--- config.mk ---
export PLATFORM = sky130hd
export DESIGN_NAME = jpeg_huff_encoder
export DESIGN_NICKNAME = d
export VERILOG_FILES = /design/src/hw/huff_pkg.sv /design/src/hw/coef_decoder.sv /design/src/hw/run_length_coder.sv /design/src/hw/huff_code_rom.sv /design/src/hw/bit_packer.sv /design/src/hw/jpeg_huff_encoder.sv
export VERILOG_INCLUDE_DIRS = /design/src /design/src/hw
export SDC_FILE = /design/constraint.sdc
export NUM_CORES = 1
export LEC_CHECK = 0
export BUFFER_PORTS_ARGS = -buffer_cell sky130_fd_sc_hd__buf_2
export CORE_ASPECT_RATIO = 1.4
export CORE_UTILIZATION = 50
export CTS_CLUSTER_DIAMETER = 40
export CTS_CLUSTER_SIZE = 25
export DETAILED_ROUTE_END_ITERATION = 10
export PLACE_DENSITY = 0.75
export SLEW_MARGIN = 20
export SYNTH_ARGS = -nofsm -noshare
export SYNTH_HDL_FRONTEND = slang
export SYNTH_SLANG_ARGS = --single-unit
export TNS_END_PERCENT = 10
--- constraint.sdc ---
create_clock -name clock -period 12.1 [get_ports clock]
set_input_delay 2.42 -clock clock [delete_from_list [all_inputs] [get_ports clock]]
set_output_delay 2.42 -clock clock [all_outputs]
set_load 0.005 [all_outputs]
--- src/hw/huff_defs.svh ---
`ifndef HUFF_DEFS_SVH
`define HUFF_DEFS_SVH

// datapath widths
`define HUFF_COEF_W   16
`define HUFF_IDX_W    6
`define HUFF_CAT_W    4
`define HUFF_CODE_W   16
`define HUFF_CLEN_W   5
`define HUFF_WORD_W   32
`define HUFF_WLEN_W   6
`define HUFF_RUN_W    6

// block layout and run-length limits
`define HUFF_LAST_IDX 6'd63
`define HUFF_ZRL_RUN  6'd16
`define HUFF_SYM_ZRL  8'hF0
`define HUFF_SYM_EOB  8'h00

`endif

--- src/hw/huff_pkg.sv ---
`include "huff_defs.svh"

package huff_pkg;

    // coefficient side
    typedef logic signed [`HUFF_COEF_W-1:0] coef_t;
    typedef logic [`HUFF_IDX_W-1:0]         zz_index_t;
    typedef logic [`HUFF_CAT_W-1:0]         category_t;
    typedef logic [`HUFF_COEF_W-1:0]        mag_bits_t;
    typedef logic [`HUFF_RUN_W-1:0]         run_t;

    // run in the upper nibble, category in the lower one
    typedef logic [2*`HUFF_CAT_W-1:0]       symbol_t;

    // code and output side
    typedef logic [`HUFF_CODE_W-1:0]        huff_code_t;
    typedef logic [`HUFF_CLEN_W-1:0]        code_len_t;
    typedef logic [`HUFF_WORD_W-1:0]        code_word_t;
    typedef logic [`HUFF_WLEN_W-1:0]        word_len_t;

    typedef enum logic {
        st_idle,
        st_fetch
    } fetch_state_t;

endpackage

--- src/hw/coef_decoder.sv ---
`timescale 1ns/10ps
`include "huff_defs.svh"

module coef_decoder
    import huff_pkg::*;
(
    input  logic      clock,
    input  logic      nreset,
    input  logic      start,
    input  logic      rewind,
    input  zz_index_t rewind_index,
    input  coef_t     coef_in,
    output zz_index_t fetch_addr,
    output logic      dec_valid,
    output zz_index_t dec_index,
    output category_t dec_cat,
    output mag_bits_t dec_mag,
    output logic      fetch_done
);

    fetch_state_t state;
    zz_index_t    fetch_idx;
    logic         v1;
    zz_index_t    idx1;
    coef_t        dc_pred;

    coef_t     diff;
    coef_t     abs_val;
    category_t cat;
    mag_bits_t mask;
    mag_bits_t mag;

    assign fetch_addr = fetch_idx;
    assign fetch_done = (state == st_fetch) && (fetch_idx == `HUFF_LAST_IDX) && !rewind;

    //////////////////////////////
    // fetch sequencer
    always_ff @(posedge clock) begin
        if (nreset) begin
            state     <= st_idle;
            fetch_idx <= '0;
            v1        <= 1'b0;
            dec_valid <= 1'b0;
            dc_pred   <= '0;
        end else begin
            if (rewind) begin
                state     <= st_fetch;
                fetch_idx <= rewind_index;
            end else if (start) begin
                state     <= st_fetch;
                fetch_idx <= '0;
            end else if (fetch_done) begin
                state <= st_idle;
            end else if (state == st_fetch) begin
                fetch_idx <= fetch_idx + 1'b1;
            end
            // a rewind drops both items still in flight
            v1        <= (state == st_fetch) && !rewind;
            dec_valid <= v1 && !rewind;
            if (v1 && (idx1 == '0) && !rewind) begin
                dc_pred <= coef_in;
            end
        end
    end

    //////////////////////////////
    // category and magnitude bits
    always_comb begin
        diff    = (idx1 == '0) ? coef_t'(coef_in - dc_pred) : coef_in;
        abs_val = diff[`HUFF_COEF_W-1] ? coef_t'(-diff) : diff;
        cat     = '0;
        for (int b = 0; b < `HUFF_COEF_W; b++) begin
            if (abs_val[b]) begin
                cat = category_t'(b + 1);
            end
        end
        mask = ~({`HUFF_COEF_W{1'b1}} << cat);
        // negative values send the low bits of value minus one
        if (diff[`HUFF_COEF_W-1]) begin
            mag = mag_bits_t'(diff - 16'sd1) & mask;
        end else begin
            mag = mag_bits_t'(diff) & mask;
        end
    end

    always_ff @(posedge clock) begin
        idx1      <= fetch_idx;
        dec_index <= idx1;
        dec_cat   <= cat;
        dec_mag   <= mag;
    end

    // host may only start a block once the fetch side has drained
    assert property (@(posedge clock) disable iff (nreset)
        start |-> (state == st_idle) && !v1 && !dec_valid)
        else $error("start seen while a block is still being fetched");

endmodule

--- src/hw/run_length_coder.sv ---
`timescale 1ns/10ps
`include "huff_defs.svh"

module run_length_coder
    import huff_pkg::*;
(
    input  logic      clock,
    input  logic      nreset,
    input  logic      dec_valid,
    input  zz_index_t dec_index,
    input  category_t dec_cat,
    input  mag_bits_t dec_mag,
    output logic      rewind,
    output zz_index_t rewind_index,
    output symbol_t   sym,
    output logic      sym_is_dc,
    output logic      rl_emit,
    output category_t rl_cat,
    output mag_bits_t rl_mag,
    output logic      rl_last
);

    run_t run_cnt;
    logic is_dc;
    logic is_ac;
    logic nonzero;
    logic is_eob;
    logic emit;

    always_comb begin
        is_dc   = dec_valid && (dec_index == '0);
        is_ac   = dec_valid && (dec_index != '0);
        nonzero = (dec_cat != '0);
        // more than 15 zeros before a value sends ZRL and refetches after the 16th zero
        rewind       = is_ac && nonzero && (run_cnt >= `HUFF_ZRL_RUN);
        rewind_index = dec_index - zz_index_t'(run_cnt - `HUFF_ZRL_RUN);
        is_eob       = is_ac && !nonzero && (dec_index == `HUFF_LAST_IDX);
        emit         = is_dc || (is_ac && nonzero) || is_eob;
        sym_is_dc    = is_dc;
        if (is_dc) begin
            sym = {4'h0, dec_cat};
        end else if (rewind) begin
            sym = `HUFF_SYM_ZRL;
        end else if (is_ac && nonzero) begin
            sym = {run_cnt[`HUFF_CAT_W-1:0], dec_cat};
        end else begin
            // EOB also parks the lookup on a valid entry when idle
            sym = `HUFF_SYM_EOB;
        end
    end

    always_ff @(posedge clock) begin
        if (nreset) begin
            run_cnt <= '0;
            rl_emit <= 1'b0;
            rl_last <= 1'b0;
        end else begin
            if (is_dc || rewind || (is_ac && nonzero)) begin
                run_cnt <= '0;
            end else if (is_ac) begin
                run_cnt <= run_cnt + 1'b1;
            end
            rl_emit <= emit;
            rl_last <= emit && (dec_index == `HUFF_LAST_IDX) && !rewind;
        end
    end

    // ZRL and EOB carry no magnitude bits
    always_ff @(posedge clock) begin
        if (rewind || is_eob) begin
            rl_cat <= '0;
            rl_mag <= '0;
        end else begin
            rl_cat <= dec_cat;
            rl_mag <= dec_mag;
        end
    end

endmodule

--- src/hw/huff_code_rom.sv ---
`timescale 1ns/10ps

module huff_code_rom
    import huff_pkg::*;
(
    input  logic       clock,
    input  symbol_t    sym,
    input  logic       sym_is_dc,
    output huff_code_t rom_code,
    output code_len_t  rom_len
);

    huff_code_t code_nxt;
    code_len_t  len_nxt;
    logic       hit;

    always_comb begin
        code_nxt = '0;
        len_nxt  = '0;
        hit      = 1'b1;
        if (sym_is_dc) begin
            // luminance DC by category
            case (sym)
                8'h00: {code_nxt, len_nxt} = {16'h0000, 5'd2};
                8'h01: {code_nxt, len_nxt} = {16'h0002, 5'd3};
                8'h02: {code_nxt, len_nxt} = {16'h0003, 5'd3};
                8'h03: {code_nxt, len_nxt} = {16'h0004, 5'd3};
                8'h04: {code_nxt, len_nxt} = {16'h0005, 5'd3};
                8'h05: {code_nxt, len_nxt} = {16'h0006, 5'd3};
                8'h06: {code_nxt, len_nxt} = {16'h000e, 5'd4};
                8'h07: {code_nxt, len_nxt} = {16'h001e, 5'd5};
                8'h08: {code_nxt, len_nxt} = {16'h003e, 5'd6};
                8'h09: {code_nxt, len_nxt} = {16'h007e, 5'd7};
                8'h0a: {code_nxt, len_nxt} = {16'h00fe, 5'd8};
                8'h0b: {code_nxt, len_nxt} = {16'h01fe, 5'd9};
                default: hit = 1'b0;
            endcase
        end else begin
            // luminance AC subset with runs 0-3 and categories 1-4 plus EOB and ZRL
            case (sym)
                8'h00: {code_nxt, len_nxt} = {16'h000a, 5'd4};
                8'h01: {code_nxt, len_nxt} = {16'h0000, 5'd2};
                8'h02: {code_nxt, len_nxt} = {16'h0001, 5'd2};
                8'h03: {code_nxt, len_nxt} = {16'h0004, 5'd3};
                8'h04: {code_nxt, len_nxt} = {16'h000b, 5'd4};
                8'h11: {code_nxt, len_nxt} = {16'h000c, 5'd4};
                8'h12: {code_nxt, len_nxt} = {16'h001b, 5'd5};
                8'h13: {code_nxt, len_nxt} = {16'h0079, 5'd7};
                8'h14: {code_nxt, len_nxt} = {16'h01f6, 5'd9};
                8'h21: {code_nxt, len_nxt} = {16'h001c, 5'd5};
                8'h22: {code_nxt, len_nxt} = {16'h00f9, 5'd8};
                8'h23: {code_nxt, len_nxt} = {16'h03f7, 5'd10};
                8'h24: {code_nxt, len_nxt} = {16'h0ff4, 5'd12};
                8'h31: {code_nxt, len_nxt} = {16'h003a, 5'd6};
                8'h32: {code_nxt, len_nxt} = {16'h01f7, 5'd9};
                8'h33: {code_nxt, len_nxt} = {16'h0ff5, 5'd12};
                8'h34: {code_nxt, len_nxt} = {16'hff8f, 5'd16};
                8'hf0: {code_nxt, len_nxt} = {16'h07f9, 5'd11};
                default: hit = 1'b0;
            endcase
        end
    end

    // one cycle read like a block RAM
    always_ff @(posedge clock) begin
        rom_code <= code_nxt;
        rom_len  <= len_nxt;
    end

    // the coder must only form symbols that the tables hold
    assert property (@(posedge clock) !$isunknown({sym_is_dc, sym}) |-> hit)
        else $error("no table entry for symbol %h (dc %b)", sym, sym_is_dc);

endmodule

--- src/hw/bit_packer.sv ---
`timescale 1ns/10ps
`include "huff_defs.svh"

module bit_packer
    import huff_pkg::*;
(
    input  logic       clock,
    input  logic       nreset,
    input  logic       start,
    input  huff_code_t rom_code,
    input  code_len_t  rom_len,
    input  logic       rl_emit,
    input  category_t  rl_cat,
    input  mag_bits_t  rl_mag,
    input  logic       rl_last,
    output logic       word_valid,
    output code_word_t word_data,
    output word_len_t  word_len,
    output logic       busy
);

    code_word_t code_part;
    code_word_t mag_part;
    word_len_t  len_nxt;
    logic       last_q;

    // code left-justified, magnitude bits right behind it
    always_comb begin
        len_nxt   = word_len_t'(rom_len) + word_len_t'(rl_cat);
        code_part = code_word_t'(rom_code) << (`HUFF_WORD_W - rom_len);
        mag_part  = code_word_t'(rl_mag) << (`HUFF_WORD_W - len_nxt);
    end

    always_ff @(posedge clock) begin
        word_data <= code_part | mag_part;
        word_len  <= len_nxt;
    end

    always_ff @(posedge clock) begin
        if (nreset) begin
            word_valid <= 1'b0;
            last_q     <= 1'b0;
            busy       <= 1'b0;
        end else begin
            word_valid <= rl_emit;
            last_q     <= rl_emit && rl_last;
            // busy drops the cycle after the final word is out
            if (start) begin
                busy <= 1'b1;
            end else if (last_q) begin
                busy <= 1'b0;
            end
        end
    end

    assert property (@(posedge clock) disable iff (nreset)
        word_valid |-> (word_len <= `HUFF_WORD_W))
        else $error("packed word length %0d exceeds output width", word_len);

endmodule

--- src/hw/jpeg_huff_encoder.sv ---
`timescale 1ns/10ps

module jpeg_huff_encoder
    import huff_pkg::*;
(
    input  logic       clock,
    input  logic       nreset,
    input  logic       start,
    output zz_index_t  fetch_addr,
    input  coef_t      coef_in,
    output logic       word_valid,
    output code_word_t word_data,
    output word_len_t  word_len,
    output logic       busy
);

    //////////////////////////////
    // stage links
    logic       rewind;
    zz_index_t  rewind_index;
    logic       dec_valid;
    zz_index_t  dec_index;
    category_t  dec_cat;
    mag_bits_t  dec_mag;
    symbol_t    sym;
    logic       sym_is_dc;
    logic       rl_emit;
    category_t  rl_cat;
    mag_bits_t  rl_mag;
    logic       rl_last;
    huff_code_t rom_code;
    code_len_t  rom_len;

    coef_decoder u_coef_decoder (
        .clock        (clock),
        .nreset       (nreset),
        .start        (start),
        .rewind       (rewind),
        .rewind_index (rewind_index),
        .coef_in      (coef_in),
        .fetch_addr   (fetch_addr),
        .dec_valid    (dec_valid),
        .dec_index    (dec_index),
        .dec_cat      (dec_cat),
        .dec_mag      (dec_mag),
        .fetch_done   ()
    );

    run_length_coder u_run_length_coder (
        .clock        (clock),
        .nreset       (nreset),
        .dec_valid    (dec_valid),
        .dec_index    (dec_index),
        .dec_cat      (dec_cat),
        .dec_mag      (dec_mag),
        .rewind       (rewind),
        .rewind_index (rewind_index),
        .sym          (sym),
        .sym_is_dc    (sym_is_dc),
        .rl_emit      (rl_emit),
        .rl_cat       (rl_cat),
        .rl_mag       (rl_mag),
        .rl_last      (rl_last)
    );

    huff_code_rom u_huff_code_rom (
        .clock     (clock),
        .sym       (sym),
        .sym_is_dc (sym_is_dc),
        .rom_code  (rom_code),
        .rom_len   (rom_len)
    );

    bit_packer u_bit_packer (
        .clock      (clock),
        .nreset     (nreset),
        .start      (start),
        .rom_code   (rom_code),
        .rom_len    (rom_len),
        .rl_emit    (rl_emit),
        .rl_cat     (rl_cat),
        .rl_mag     (rl_mag),
        .rl_last    (rl_last),
        .word_valid (word_valid),
        .word_data  (word_data),
        .word_len   (word_len),
        .busy       (busy)
    );

endmodule

; ---- Word level (Yosys, flattened, before mapping)
; Cells that the tools add are included.
[word_totals]
out_inout_bits = 46
ff_bits = 147
wordCells = 141
input_bits = 19
[op_classes]
n_reduce_logical = 38
n_mux = 37
shifts = 3
n_addsub = 10
eq_ne = 27
n_lt_le_gt_ge = 1
bitwise = 4
[op_table]
columns = op, n
row1 = one-hot mux 16 bit (17 select lines), 1
row2 = one-hot mux 9 bit (11 select lines), 1
row3 = "== test 8 x 6 -> 1 bit, second input constant", 8
row4 = two-way mux 16 bit, 4
row5 = << shifter 16 x 32 -> 32 bit, 2
row6 = one-hot mux 5 bit (12 select lines), 1
row7 = two-way mux 4 bit, 9
row8 = AND 16 bit, 2
row9 = "== test 8 x 3 -> 1 bit, second input constant", 4
row10 = "== test 8 x 4 -> 1 bit, second input constant", 4
row11 = "== test 8 x 5 -> 1 bit, second input constant", 4
row12 = bitwise OR 32 bit, 1
row13 = one-hot mux 4 bit (8 select lines), 1
row14 = two-way mux 6 bit, 4
row15 = two-way mux 8 bit, 3
row16 = "== test 8 x 2 -> 1 bit, second input constant", 2
row17 = negator 16 bit, 1
row18 = NOT 16 bit, 1
row19 = "<< shifter 16 x 4 -> 16 bit, first input constant", 1
row20 = subtractor 16 bit, 1
row21 = "subtractor 16 x 2 -> 16 bit, second input constant", 1
row22 = logical AND 1 bit, 15
row23 = "adder 6 x 1 -> 6 bit, second input constant", 2
row24 = "== test 6 bit, second input constant", 2
row25 = 25 further kinds, 45

; ---- Longest topological paths before layout
; Gate-level depths: netlist of the first run.
[depth]
ltp_word = 24
depth_mapped = 20
depth_no_buf = 18

; ---- Modules after synthesis
; A second synthesis of the first run with hierarchy kept.
[hier_totals]
hier_cells = 1283
area_unflattened_um2 = 10487.6
[modules_own_cells]
columns = mod, seq_area_each_um2, area_each_um2, n_inst, cells_per_inst
row1 = coef_decoder, 1121.1, 4047.6, 1, 516
row2 = bit_packer, 820.8, 3776.1, 1, 457
row3 = huff_code_rom, 360.3, 1378.8, 1, 173
row4 = run_length_coder, 560.5, 1285.0, 1, 137

; ---- Worst setup path after synthesis of the first run
; No wires, ideal clock.
[synth_timing]
path_type = input-to-reg
startpoint = input port coef_in[0]
endpoint = register u_coef_decoder.dec_mag[4]
stages = 17
setup_time_ns = 0.123
required_time_ns = 11.977
setup_slack_ns = 6.319
n_path_buf = 1
arrival_ns = 5.658
path_cell_list = inv_1 > ha_1 > inv_1 > fa_1 > a211oi_1 > o21ai_2 > and4_4 > nor3_4 > nand3_2 > or4_1 > buf_2 > nor2_1 > a211oi_1 > a2111oi_2 > o22ai_4 > o211ai_1 > a21oi_1
[synth_between]
elab_chain_cells = 24
elab_cells_between_ends = 26
classes_between = 3 x add/sub / 1 x shift / 19 x mux / 3 x bitwise
[synth_rtl]
columns = element, line_no
row1 = "start, declared", jpeg_huff_encoder.sv:10  ; input coef_t coef_in,
row2 = subtractor 16 bit, coef_decoder.sv:69  ; diff = (idx1 == '0) ? coef_t'(coef_in - dc_pred) : coef_in;
row3 = two-way mux 16 bit (*), coef_decoder.sv:69
row4 = negator 16 bit, coef_decoder.sv:70  ; abs_val = diff[`HUFF_COEF_W-1] ? coef_t'(-diff) : diff;
row5 = two-way mux 16 bit, coef_decoder.sv:70
row6 = two-way mux 1 bit, coef_decoder.sv:73  ; if (abs_val[b]) begin
row7 = two-way mux 2 bit (2 in a row), coef_decoder.sv:73
row8 = two-way mux 3 bit (4 in a row), coef_decoder.sv:73
row9 = two-way mux 4 bit (9 in a row), coef_decoder.sv:73
row10 = << shifter 16 x 4 -> 16 bit, coef_decoder.sv:77  ; mask = ~({`HUFF_COEF_W{1'b1}} << cat);
row11 = NOT 16 bit, coef_decoder.sv:77
row12 = "AND 16 bit, on equally long branches", "coef_decoder.sv:82, coef_decoder.sv:80"
row13 = two-way mux 16 bit (*), coef_decoder.sv:79  ; if (diff[`HUFF_COEF_W-1]) begin
row14 = via u_coef_decoder.mag[4], coef_decoder.sv:31  ; mag_bits_t mag;
row15 = "end signal, assigned", coef_decoder.sv:90  ; dec_mag <= mag;
row16 = "end, declared", coef_decoder.sv:17  ; output mag_bits_t dec_mag,
; Mark *: on every way through the listed nets, which the timed path passes. The rest lies on a longest branch.
; A chain may end at the register's enable or synchronous reset.

; ---- Final worst setup path of the first run
[layout_timing]
startpoint = input port coef_in[0]
endpoint = register u_coef_decoder.dec_mag[6]
[layout_between]
elab_cells_between_ends = 26
classes_between = 3 x add/sub / 1 x shift / 19 x mux / 3 x bitwise
[layout_rtl]
columns = element, line_no
row1 = subtractor 16 bit, coef_decoder.sv:69
row2 = two-way mux 16 bit (*), coef_decoder.sv:69
row3 = negator 16 bit, coef_decoder.sv:70
row4 = two-way mux 16 bit (*), coef_decoder.sv:70
row5 = two-way mux 4 bit (8 in a row), coef_decoder.sv:73
row6 = two-way mux 4 bit (*), coef_decoder.sv:73
row7 = via u_coef_decoder.cat[3], coef_decoder.sv:29  ; category_t cat;
row8 = << shifter 16 x 4 -> 16 bit (*), coef_decoder.sv:77
row9 = NOT 16 bit (*), coef_decoder.sv:77
row10 = "AND 16 bit, on equally long branches", "coef_decoder.sv:82, coef_decoder.sv:80"
row11 = two-way mux 16 bit (*), coef_decoder.sv:79
row12 = via u_coef_decoder.mag[6], coef_decoder.sv:31
; Marked as above.

==> impl_metrics.toml, run 1 <==
[route]
antenna_left = 0
wl_met2_um = 13000
wl_met3_um = 1060
wl_met1_um = 9970
drt_wl_total_um = 25200
top_layer = "met4"
wl_per_cell_um = 16.8
drc = 0
routed-via-count = 8956
first_iter_violations = 745
dr.pass1.iters = 5
detail_route.vias_per_cell = 5.97

[clocking]
clk_pin_slew_ns = 0.07
cts_tree = "built"
cts.sinks = 142
clk_latency_ns = 0.43
cts_resized = 0
numCtsBuffers = 17
cts_hold_buf = 0
h-tree-depth = 4
post_cts_buffers = 0
cts_buffer_depth = 2
cts_root_buf = "clkbuf_16"

[sta]
skew_ns = 0.0127
worstMarginPinSlew_ns = 1.02
setup_ws_ns = 6.09
hold_violations = 0
relSlewSlack_pct = 31.8
maxSlewViolCount = 0
fin_setup_tns_ns = 0
fin_crit_sh_pct = 49.7
post-route-min-period_ns = 6.01
clock.fmax_mhz = 166
rsz0062_at_grt = "no"
setup_viol = 0
hold_slack_ns = 0.374

[synthesis]
syn_inst = 1206
synthArstFlopShare_pct = 0
synth_edf_count = 0
synth_cell_type_count = 87
avgSynthCellArea_um2 = 7.82
synth-seq-cells = 142
yosysWarningCount = 0
synth_area_um2 = 9440
synth-seq-area-share_pct = 30.1
syn_nets = 1261
ys.flop_type = "dfxtp_1"

[critical_path]
crit_arrival_ns = 6.31
required_ns = 12.40
crit_path_start_kind = "input pin"
endpoint_kind = "register"
worstSetupPathType = "input pin to register"
path_max_fanout = 12

[die]
die_w_um = 118
io_pins = 65
rows = 59
start_util_pct = 50.9
die_h_um = 165
fp.dieArea_um2 = 19400
core_area_um2 = 18500

[layout]
finalNonFillerCells = 1500
final_net_count = 1298
diodes = 0
layout-drive-gt1-share_pct = 13.3
syn_to_final_growth_pct = 11.4
final_area_um2 = 10500

[global_routing]
grt-ovfl-total = 0
antenna_found_initial = 0
grt_pass1_wl_um = 40700
grt_pass1_vias = 8312
grt_max_degree = 29
grt_usage_pct = 26.1

[power_and_ir_drop]
powerDensity_nw_per_um2 = 179
peakVddDrop_v = 0.0000971
p_leak_nw = 4.23

[placement]
place.gp.congestion = 0.981
portBuffers = 64
place_ws_ns = 5.67
place_area_um2 = 9900
dp_cells = 1468
hpwl_um = 19200

[outcome]
status = "finished, final reports clean"

[flow_run]
drv_cap = 0

[hold_path]
min-delay-path-class = "register to register"
## layout by cell type (no fill, tap or decap), types with 4 or more instances in the layout
cell type / synthesis / layout
clkbuf_16: 0 / 17
o32ai_1: 4 / 4
nand4_1: 12 / 12
o211ai_1: 9 / 9
o21a_1: 7 / 7
xor2_1: 19 / 19
inv_1: 43 / 43
a21o_1: 9 / 9
nor2_1: 128 / 128
mux4_2: 8 / 8
nand2b_1: 9 / 9
or3_1: 13 / 13
o221ai_1: 6 / 6
dfxtp_1: 142 / 142
nand2_1: 152 / 152
a21oi_1: 95 / 95
nor3_1: 27 / 26
o21ai_0: 65 / 65
nor3_2: 3 / 4
mux2_2: 9 / 9
and2_1: 33 / 33
a211oi_1: 20 / 20
nor2b_1: 18 / 18
a31oi_1: 12 / 12
and3_1: 17 / 17
buf_2: 9 / 64
nand3_1: 33 / 33
o22ai_1: 32 / 32
nor4_1: 5 / 5
ha_1: 33 / 33
buf_4: 2 / 11
mux2i_1: 50 / 50
a22oi_1: 11 / 11
o31ai_1: 4 / 4
o21ai_1: 4 / 4
xnor2_1: 33 / 33
inv_6: 0 / 5
or2_2: 7 / 7
## cell families after synthesis
logic type | Yosys count | share of synthesized area, %
buf+inv | 101 | 4.30
mux | 67 | 8.29
xor+xnor | 52 | 4.83
compound gates | 330 | 23.2
flops | 142 | 30.1
fa+ha+maj | 36 | 5.01
simple gates | 478 | 24.3
## flip-flops by register name, indices dropped and copies added (netlist names)
signal                      count
u_bit_packer.word_data         32
u_coef_decoder.dc_pred         16
u_coef_decoder.dec_mag         15
u_run_length_coder.rl_mag      15
u_huff_code_rom.rom_code       13
u_bit_packer.word_len           6
u_coef_decoder.dec_index        6
u_coef_decoder.fetch_addr       6
u_coef_decoder.idx1             6
u_run_length_coder.run_cnt      6
u_huff_code_rom.rom_len         5
u_coef_decoder.dec_cat          4
u_run_length_coder.rl_cat       4
u_bit_packer.busy               1
u_bit_packer.last_q             1
u_bit_packer.word_valid         1
u_coef_decoder.dec_valid        1
u_coef_decoder.state            1
u_coef_decoder.v1               1
u_run_length_coder.rl_emit      1
u_run_length_coder.rl_last      1
## path summary, 6_finish.rpt
check	slack [ns]	to	depth (start not counted)	start
worst max-delay path	6.09	u_coef_decoder.dec_mag[6]	19	coef_in[0]
worst min-delay path	0.37	u_coef_decoder.dec_index[4]	0	u_coef_decoder.idx1[4]
worst max register to register	7.39	u_coef_decoder.dec_mag[4]	15	u_coef_decoder.idx1[1]
worst min register to register	0.37	u_coef_decoder.dec_index[4]	0	u_coef_decoder.idx1[4]
## power by group
group,switching (mW),leakage (nW),internal [mW]
clock network,0.230,0.290,0.302
logic,0.454,2.77,0.304
registers,0.0367,1.17,0.554
total,0.720,4.23,1.16
## stage by stage
stage	utilization (%)	power, mW
after global placement	53.4	1.33
after global routing	56.7	1.98
after CTS	56.7	1.87
final	56.7	1.88
after floorplan	-	1.13
after detailed placement	53.4	1.34
## cells in the mapped netlist, types with 17 or more instances
cell type | instances | area share [%]
dfxtp_1 | 142 | 30
o21ai_0 | 65 | 3.4
clkbuf_1 | 40 | 1.6
nor2_1 | 128 | 5.1
a211oi_1 | 20 | 1.6
nand3_1 | 33 | 1.8
xnor2_1 | 33 | 3.1
nand2_1 | 152 | 6.0
ha_1 | 33 | 4.4
and2_1 | 33 | 2.2
and3_1 | 17 | 1.1
mux2i_1 | 50 | 5.3
inv_1 | 43 | 1.7
o22ai_1 | 32 | 2.1
a21oi_1 | 95 | 5.0
xor2_1 | 19 | 1.8
nor2b_1 | 18 | 1.2
nor3_1 | 27 | 1.4
## final cells by class
| class | count | area [µm²] |
|---|---|---|
| Fill cell | 1741 | 8020 |
| Sequential cell | 142 | 2840 |
| Clock buffer | 19 | 453 |
| Inverter | 44 | 165 |
| Multi-Input combinational cell | 963 | 6200 |
| Tap cell | 244 | 305 |
| Timing Repair Buffer | 75 | 403 |
| Clock inverter | 13 | 144 |
## critical path, cell delays in order
cell and delay [ns]:
buf_2 0.12, inv_1 0.06, ha_1 0.15, inv_1 0.05
fa_1 0.41, a211oi_1 0.36, o21ai_2 0.19, and4b_1 0.26
a211oi_4 0.25, o21ai_1 0.21, nor4_2 0.46, a21oi_1 0.12
or3_1 0.36, a21oi_1 0.21, nand2_1 0.07, nand2_1 0.31
inv_1 0.10, o21ai_1 0.13, a21oi_1 0.05
## layer usage
layer / global-route usage, % / up-vias
met3: 3.76 / 79
met4: 14.9 / 0
li1: - / 4417
met1: 27.6 / 4148
met5: 0 / -
met2: 49.5 / 312
Power figures use the tool's default switching activity.
==> run 2: changes to the inputs <==
--- a/config.mk
+++ b/config.mk
@@ -12,7 +12,7 @@
 export CTS_CLUSTER_DIAMETER = 40
 export CTS_CLUSTER_SIZE = 25
 export DETAILED_ROUTE_END_ITERATION = 10
-export PLACE_DENSITY = 0.75
+export PLACE_DENSITY = 0.78
 export SLEW_MARGIN = 20
 export SYNTH_ARGS = -nofsm -noshare
 export SYNTH_HDL_FRONTEND = slang
==> constraint.sdc (replaced) <==
create_clock -name clock -period 4.99 [get_ports clock]
set_input_delay 0.998 -clock clock [delete_from_list [all_inputs] [get_ports clock]]
set_output_delay 0.998 -clock clock [all_outputs]
set_load 0.005 [all_outputs]
==> impl_metrics.toml, run 2 (same netlist as run 1, synthesis figures left out) <==
[outcome]
status = "finished, final reports clean"

[placement]
place.gp.congestion = 1.02
portBuffers = 64
place_ws_ns = 0.187
hpwl_um = 19700

[route]
first_iter_violations = 814
antenna_left = 0
drt_wl_total_um = 25900
dr.pass1.iters = 5
detail_route.vias_per_cell = 6.06
routed-via-count = 9193
drc = 0
wl_per_cell_um = 17.1

[global_routing]
grt_pass1_wl_um = 41800
antenna_found_initial = 0
grt-ovfl-total = 0
grt_usage_pct = 26.9
grt_pass1_vias = 8552
grt_max_degree = 29

[sta]
skew_ns = 0.0100
relSlewSlack_pct = 33.0
worstMarginPinSlew_ns = 1.00
maxSlewViolCount = 0
rsz0062_at_grt = "no"
setup_ws_ns = 0.549
hold_violations = 0
setup_viol = 0
post-route-min-period_ns = 4.44
fin_setup_tns_ns = 0
hold_slack_ns = 0.380
clock.fmax_mhz = 225
fin_crit_sh_pct = 89.0

[clocking]
cts_root_buf = "clkbuf_16"
cts_resized = 0
cts_tree = "built"
numCtsBuffers = 17
h-tree-depth = 4
cts_hold_buf = 0
cts_buffer_depth = 2
cts.sinks = 142
clk_latency_ns = 0.43
clk_pin_slew_ns = 0.07
post_cts_buffers = 0

[hold_path]
min-delay-path-class = "register to register"

[critical_path]
endpoint_kind = "register"
crit_path_start_kind = "input pin"
critPathTopFamily = "compound AO/OA/AOI/OAI gates"
cp_cell_sequence = "buf_2 > inv_1 > ha_1 > inv_1 > fa_1 > a211oi_1 > o21ai_2 > and4b_1 > a211oi_4 > o21ai_1 > nor4_2 > a21oi_1 > or3_1 > a21oi_1 > nand2_1 > nand2_1 > buf_4 > a31oi_1"
required_ns = 5.29
cp_slowest_cell = "nor4_2"
crit_arrival_ns = 4.74
critPathBufInv = 4
max_stage_delay_ns = 0.43
worstSetupPathType = "input pin to register"
path_max_fanout = 7

[power_and_ir_drop]
p_leak_nw = 4.31
peakVddDrop_v = 0.000221
powerDensity_nw_per_um2 = 432
power_mw = 4.61

[die]
io_pins = 65
rows = 59
die_w_um = 118
start_util_pct = 50.9
fp.dieArea_um2 = 19400
core_area_um2 = 18500
die_h_um = 165

[flow_run]
drv_cap = 0

[layout]
final_net_count = 1314
fillers = 1715
largest_reg_flops = 32
layout-drive-gt1-share_pct = 14.5
final_common_cell = "nand2_1"
final_cell_mix = "nand2_1, dfxtp_1, nor2_1"
diodes = 0
syn_to_final_growth_pct = 12.9
regMostFlops = "u_bit_packer.word_data"
reg_top3 = "u_bit_packer.word_data x32, u_coef_decoder.dc_pred x16"
-- run 2: cell count changes in the layout (fill, tap and decap cells not counted), sizes merged --
| cell | delta |
|---|---|
| bufinv | +1 |
| buf | +16 |
| clkinvlp | +1 |
| clkbuf | -2 |
-- run 2: per-layer routing --
layer | global-route usage, % | routed length [µm] | vias up
met4 | 17.2 | 1370 | 0
met2 | 50.6 | 13400 | 380
li1 | - | - | 4458
met1 | 27.7 | 9830 | 4269
met5 | 0 | 0 | -
met3 | 4.42 | 1310 | 86
-- run 2: where the power goes --
part           switching, mW  total (mW)  internal, mW
registers             0.0869        1.43          1.34
clock network          0.548        1.31         0.763
logic                   1.11        1.87         0.754
-- run 2: layout make-up --
type                    count  area, µm²  share of cell area, %
clock buffers              17        425                   3.99
clock inverters            15        193                   1.81
inverters                  44        165                   1.55
multi-input cells         963       6200                   58.2
flip-flops and latches    142       2840                   26.7
well taps                 244        305                   2.87
repair buffers             91        523                   4.91
-- run 2: stage by stage --
| stage | cells | cell area (µm²) | util, % |
|---|---|---|---|
| after floorplan | 1206 | 9440 | - |
| after global placement | 1484 | 10000 | 54.1 |
| after global routing | 1516 | 10700 | 57.5 |
| final | 1516 | 10700 | 57.5 |
| after detailed placement | 1484 | 10000 | 54.1 |
| after CTS | 1516 | 10600 | 57.4 |
-- run 2: worst paths after layout --
path                               start                           to  slack (ns)  depth (start not counted)
hold reg to reg   u_coef_decoder.idx1[4]  u_coef_decoder.dec_index[4]        0.38                          0
hold / removal    u_coef_decoder.idx1[4]  u_coef_decoder.dec_index[4]        0.38                          0
setup / recovery              coef_in[0]    u_coef_decoder.dec_mag[2]        0.55                         18
setup reg to reg  u_coef_decoder.idx1[1]    u_coef_decoder.dec_mag[4]        0.66                         15
==> run 3: changes to the inputs <==
--- a/config.mk
+++ b/config.mk
@@ -6,6 +6,7 @@
 export SDC_FILE = /design/constraint.sdc
 export NUM_CORES = 1
 export LEC_CHECK = 0
+export ABC_AREA = 1
 export BUFFER_PORTS_ARGS = -buffer_cell sky130_fd_sc_hd__buf_2
 export CORE_ASPECT_RATIO = 1.4
 export CORE_UTILIZATION = 50
==> impl_metrics.toml, run 3 <==
[die]
die_h_um = 161
die_w_um = 115
start_util_pct = 51.5
fp.dieArea_um2 = 18500
io_pins = 65
rows = 57
core_area_um2 = 17500

[global_routing]
grt-ovfl-total = 0
antenna_found_initial = 0
grt_max_degree = 31
grt_pass1_wl_um = 38900
grt_usage_pct = 26.5
grt_pass1_vias = 8447

[synthesis]
synthArstFlopShare_pct = 0
syn_inst = 1372
synthTopCellsByCount = "nand2_1, inv_1, dfxtp_1"
synthTopCellsByArea = "dfxtp_1, nand2_1, inv_1"
syn_nets = 1427
synth-seq-cells = 142
avgSynthCellArea_um2 = 6.55
synth.most_common_cell = "nand2_1"
synth_edf_count = 0
synth-seq-area-share_pct = 31.6
yosysWarningCount = 0
synth_cell_type_count = 60
synth_area_um2 = 8990
synth_top_area_share_pct = 31.6
synth_top_cell_by_area = "dfxtp_1"
ys.flop_type = "dfxtp_1"

[route]
antenna_left = 0
wl_per_cell_um = 14.0
first_iter_violations = 459
routed-via-count = 8826
drc = 0
detail_route.vias_per_cell = 5.29
dr.pass1.iters = 5
drt_wl_total_um = 23400

[layout]
final_cell_mix = "nand2_1, inv_1, dfxtp_1"
utilization_pct = 57.4
layout-drive-gt1-share_pct = 10.6
diodes = 0
regMostFlops = "u_bit_packer.word_data"
reg_top3 = "u_bit_packer.word_data x32, u_coef_decoder.dc_pred x16"
final_common_cell = "nand2_1"
final_net_count = 1474
final_area_um2 = 10000
syn_to_final_growth_pct = 11.5
largest_reg_flops = 32
finalNonFillerCells = 1667

[clocking]
clk_latency_ns = 0.43
cts_hold_buf = 0
h-tree-depth = 4
post_cts_buffers = 0
clk_pin_slew_ns = 0.06
cts_root_buf = "clkbuf_16"
cts_resized = 0
cts_buffer_depth = 2
cts.sinks = 142
numCtsBuffers = 17
cts_tree = "built"

[sta]
worstMarginPinSlew_ns = 0.832
rsz0062_at_grt = "no"
clock.fmax_mhz = 261
maxSlewViolCount = 0
fin_setup_tns_ns = 0
skew_ns = 0.0130
relSlewSlack_pct = 44.0
hold_violations = 0
fin_crit_sh_pct = 76.8
post-route-min-period_ns = 3.83
setup_viol = 0

[critical_path]
endpoint_kind = "register"
required_ns = 5.26
crit_path_start_kind = "register"
path_max_fanout = 24
critPathBufInv = 1
crit_arrival_ns = 4.11
max_stage_delay_ns = 0.70
cp_cell_sequence = "ha_1 > fa_1 > a21oi_1 > o21ai_0 > xor2_1 > o21ai_1 > buf_4 > and2_1 > nand2_1 > nand2_1 > nand2_1 > o21ai_0 > nand2_1 > o21ai_0 > o21ai_0 > nand2_1 > nand2_1 > o221ai_1"
cpMostUsedCell = "nand2_1"
cp_slowest_cell = "dfxtp_1"
critPathTopFamily = "compound AO/OA/AOI/OAI gates"
worstSetupPathType = "register to register"

[flow_run]
drv_cap = 0

[power_and_ir_drop]
peakVddDrop_v = 0.000231
p_leak_nw = 4.89
power_mw = 5.39
powerDensity_nw_per_um2 = 538

[placement]
place.gp.congestion = 0.943
hpwl_um = 18300
place_area_um2 = 9470
dp_cells = 1636
portBuffers = 64

[hold_path]
min-delay-path-class = "register to register"

[outcome]
status = "finished, final reports clean"
run 3: cell count changes in the layout (fill, tap and decap cells not counted), sizes merged, moves of 39 or more:
| cell | change |
|---|---|
| a21oi | -40 |
| nand2 | +197 |
| inv | +141 |
| nand3 | +72 |
| mux2i | -39 |
| o21ai | +75 |
run 3: layout make-up:
| type | count | area [µm²] |
|---|---|---|
| fillers | 1723 | 7450 |
| repair buffers | 71 | 373 |
| flip-flops and latches | 142 | 2840 |
| multi-input cells | 992 | 5220 |
| well taps | 236 | 295 |
| inverters | 195 | 741 |
| clock inverters | 12 | 114 |
| clock buffers | 19 | 443 |
run 3: kinds of logic (layout without fill, tap and decap cells):
kind of cell	after synthesis	count (layout)	share of synthesized area, %
AND/OR/NAND/NOR	649	649	31.8
multiplexers	11	11	1.22
flip-flops	142	142	31.6
XOR/XNOR	28	28	2.73
adder cells (fa/ha/maj)	36	36	5.26
buffers and inverters	238	297	10.4
AO/OA/AOI/OAI	268	268	17.0
run 3: report_power, final:
| part | switching, mW | total, mW | internal (mW) | leakage [nW] |
|---|---|---|---|---|
| Sequential | 0.0876 | 1.49 | 1.41 | 1.17 |
| Clock | 0.499 | 1.20 | 0.699 | 0.262 |
| Combinational | 1.82 | 2.70 | 0.881 | 3.46 |
run 3: worst paths after layout:
path | start | to | slack [ns] | depth (start not counted)
max | u_huff_code_rom.rom_len[0] | u_bit_packer.word_data[29] | 1.16 | 18
min reg2reg | u_coef_decoder.idx1[1] | u_coef_decoder.dec_index[1] | 0.35 | 0
max reg2reg | u_huff_code_rom.rom_len[0] | u_bit_packer.word_data[29] | 1.16 | 18
min | u_coef_decoder.idx1[1] | u_coef_decoder.dec_index[1] | 0.35 | 0
run 3: through the flow:
step	hold slack [ns]	setup slack (ns)
finish	0.351	1.16
global route	0.358	0.815
CTS	0.350	1.22
detailed placement	0.336	0.788
global placement	0.335	0.824
floorplan	0.331	1.30
run 3: worst register-to-register path, stage by stage (launching register included):
cell and delay, ns:
dfxtp_1 0.70, ha_1 0.31, fa_1 0.24, a21oi_1 0.08, o21ai_0 0.21, xor2_1 0.32
o21ai_1 0.13, buf_4 0.22, and2_1 0.18, nand2_1 0.05, nand2_1 0.06, nand2_1 0.06
o21ai_0 0.12, nand2_1 0.09, o21ai_0 0.10, o21ai_0 0.36, nand2_1 0.09, nand2_1 0.20
o221ai_1 0.17
run 3: routing by layer:
| metal | track usage (%) | wire length [µm] | up-vias | share of wire [%] |
|---|---|---|---|---|
| met5 | 0 | 0 | - | 0 |
| met4 | 16.8 | 1220 | 0 | 5.2 |
| met3 | 3.81 | 610 | 73 | 2.6 |
| met2 | 48.8 | 12300 | 214 | 52 |
| met1 | 27.5 | 9290 | 3940 | 40 |
| li1 | - | - | 4599 | - |
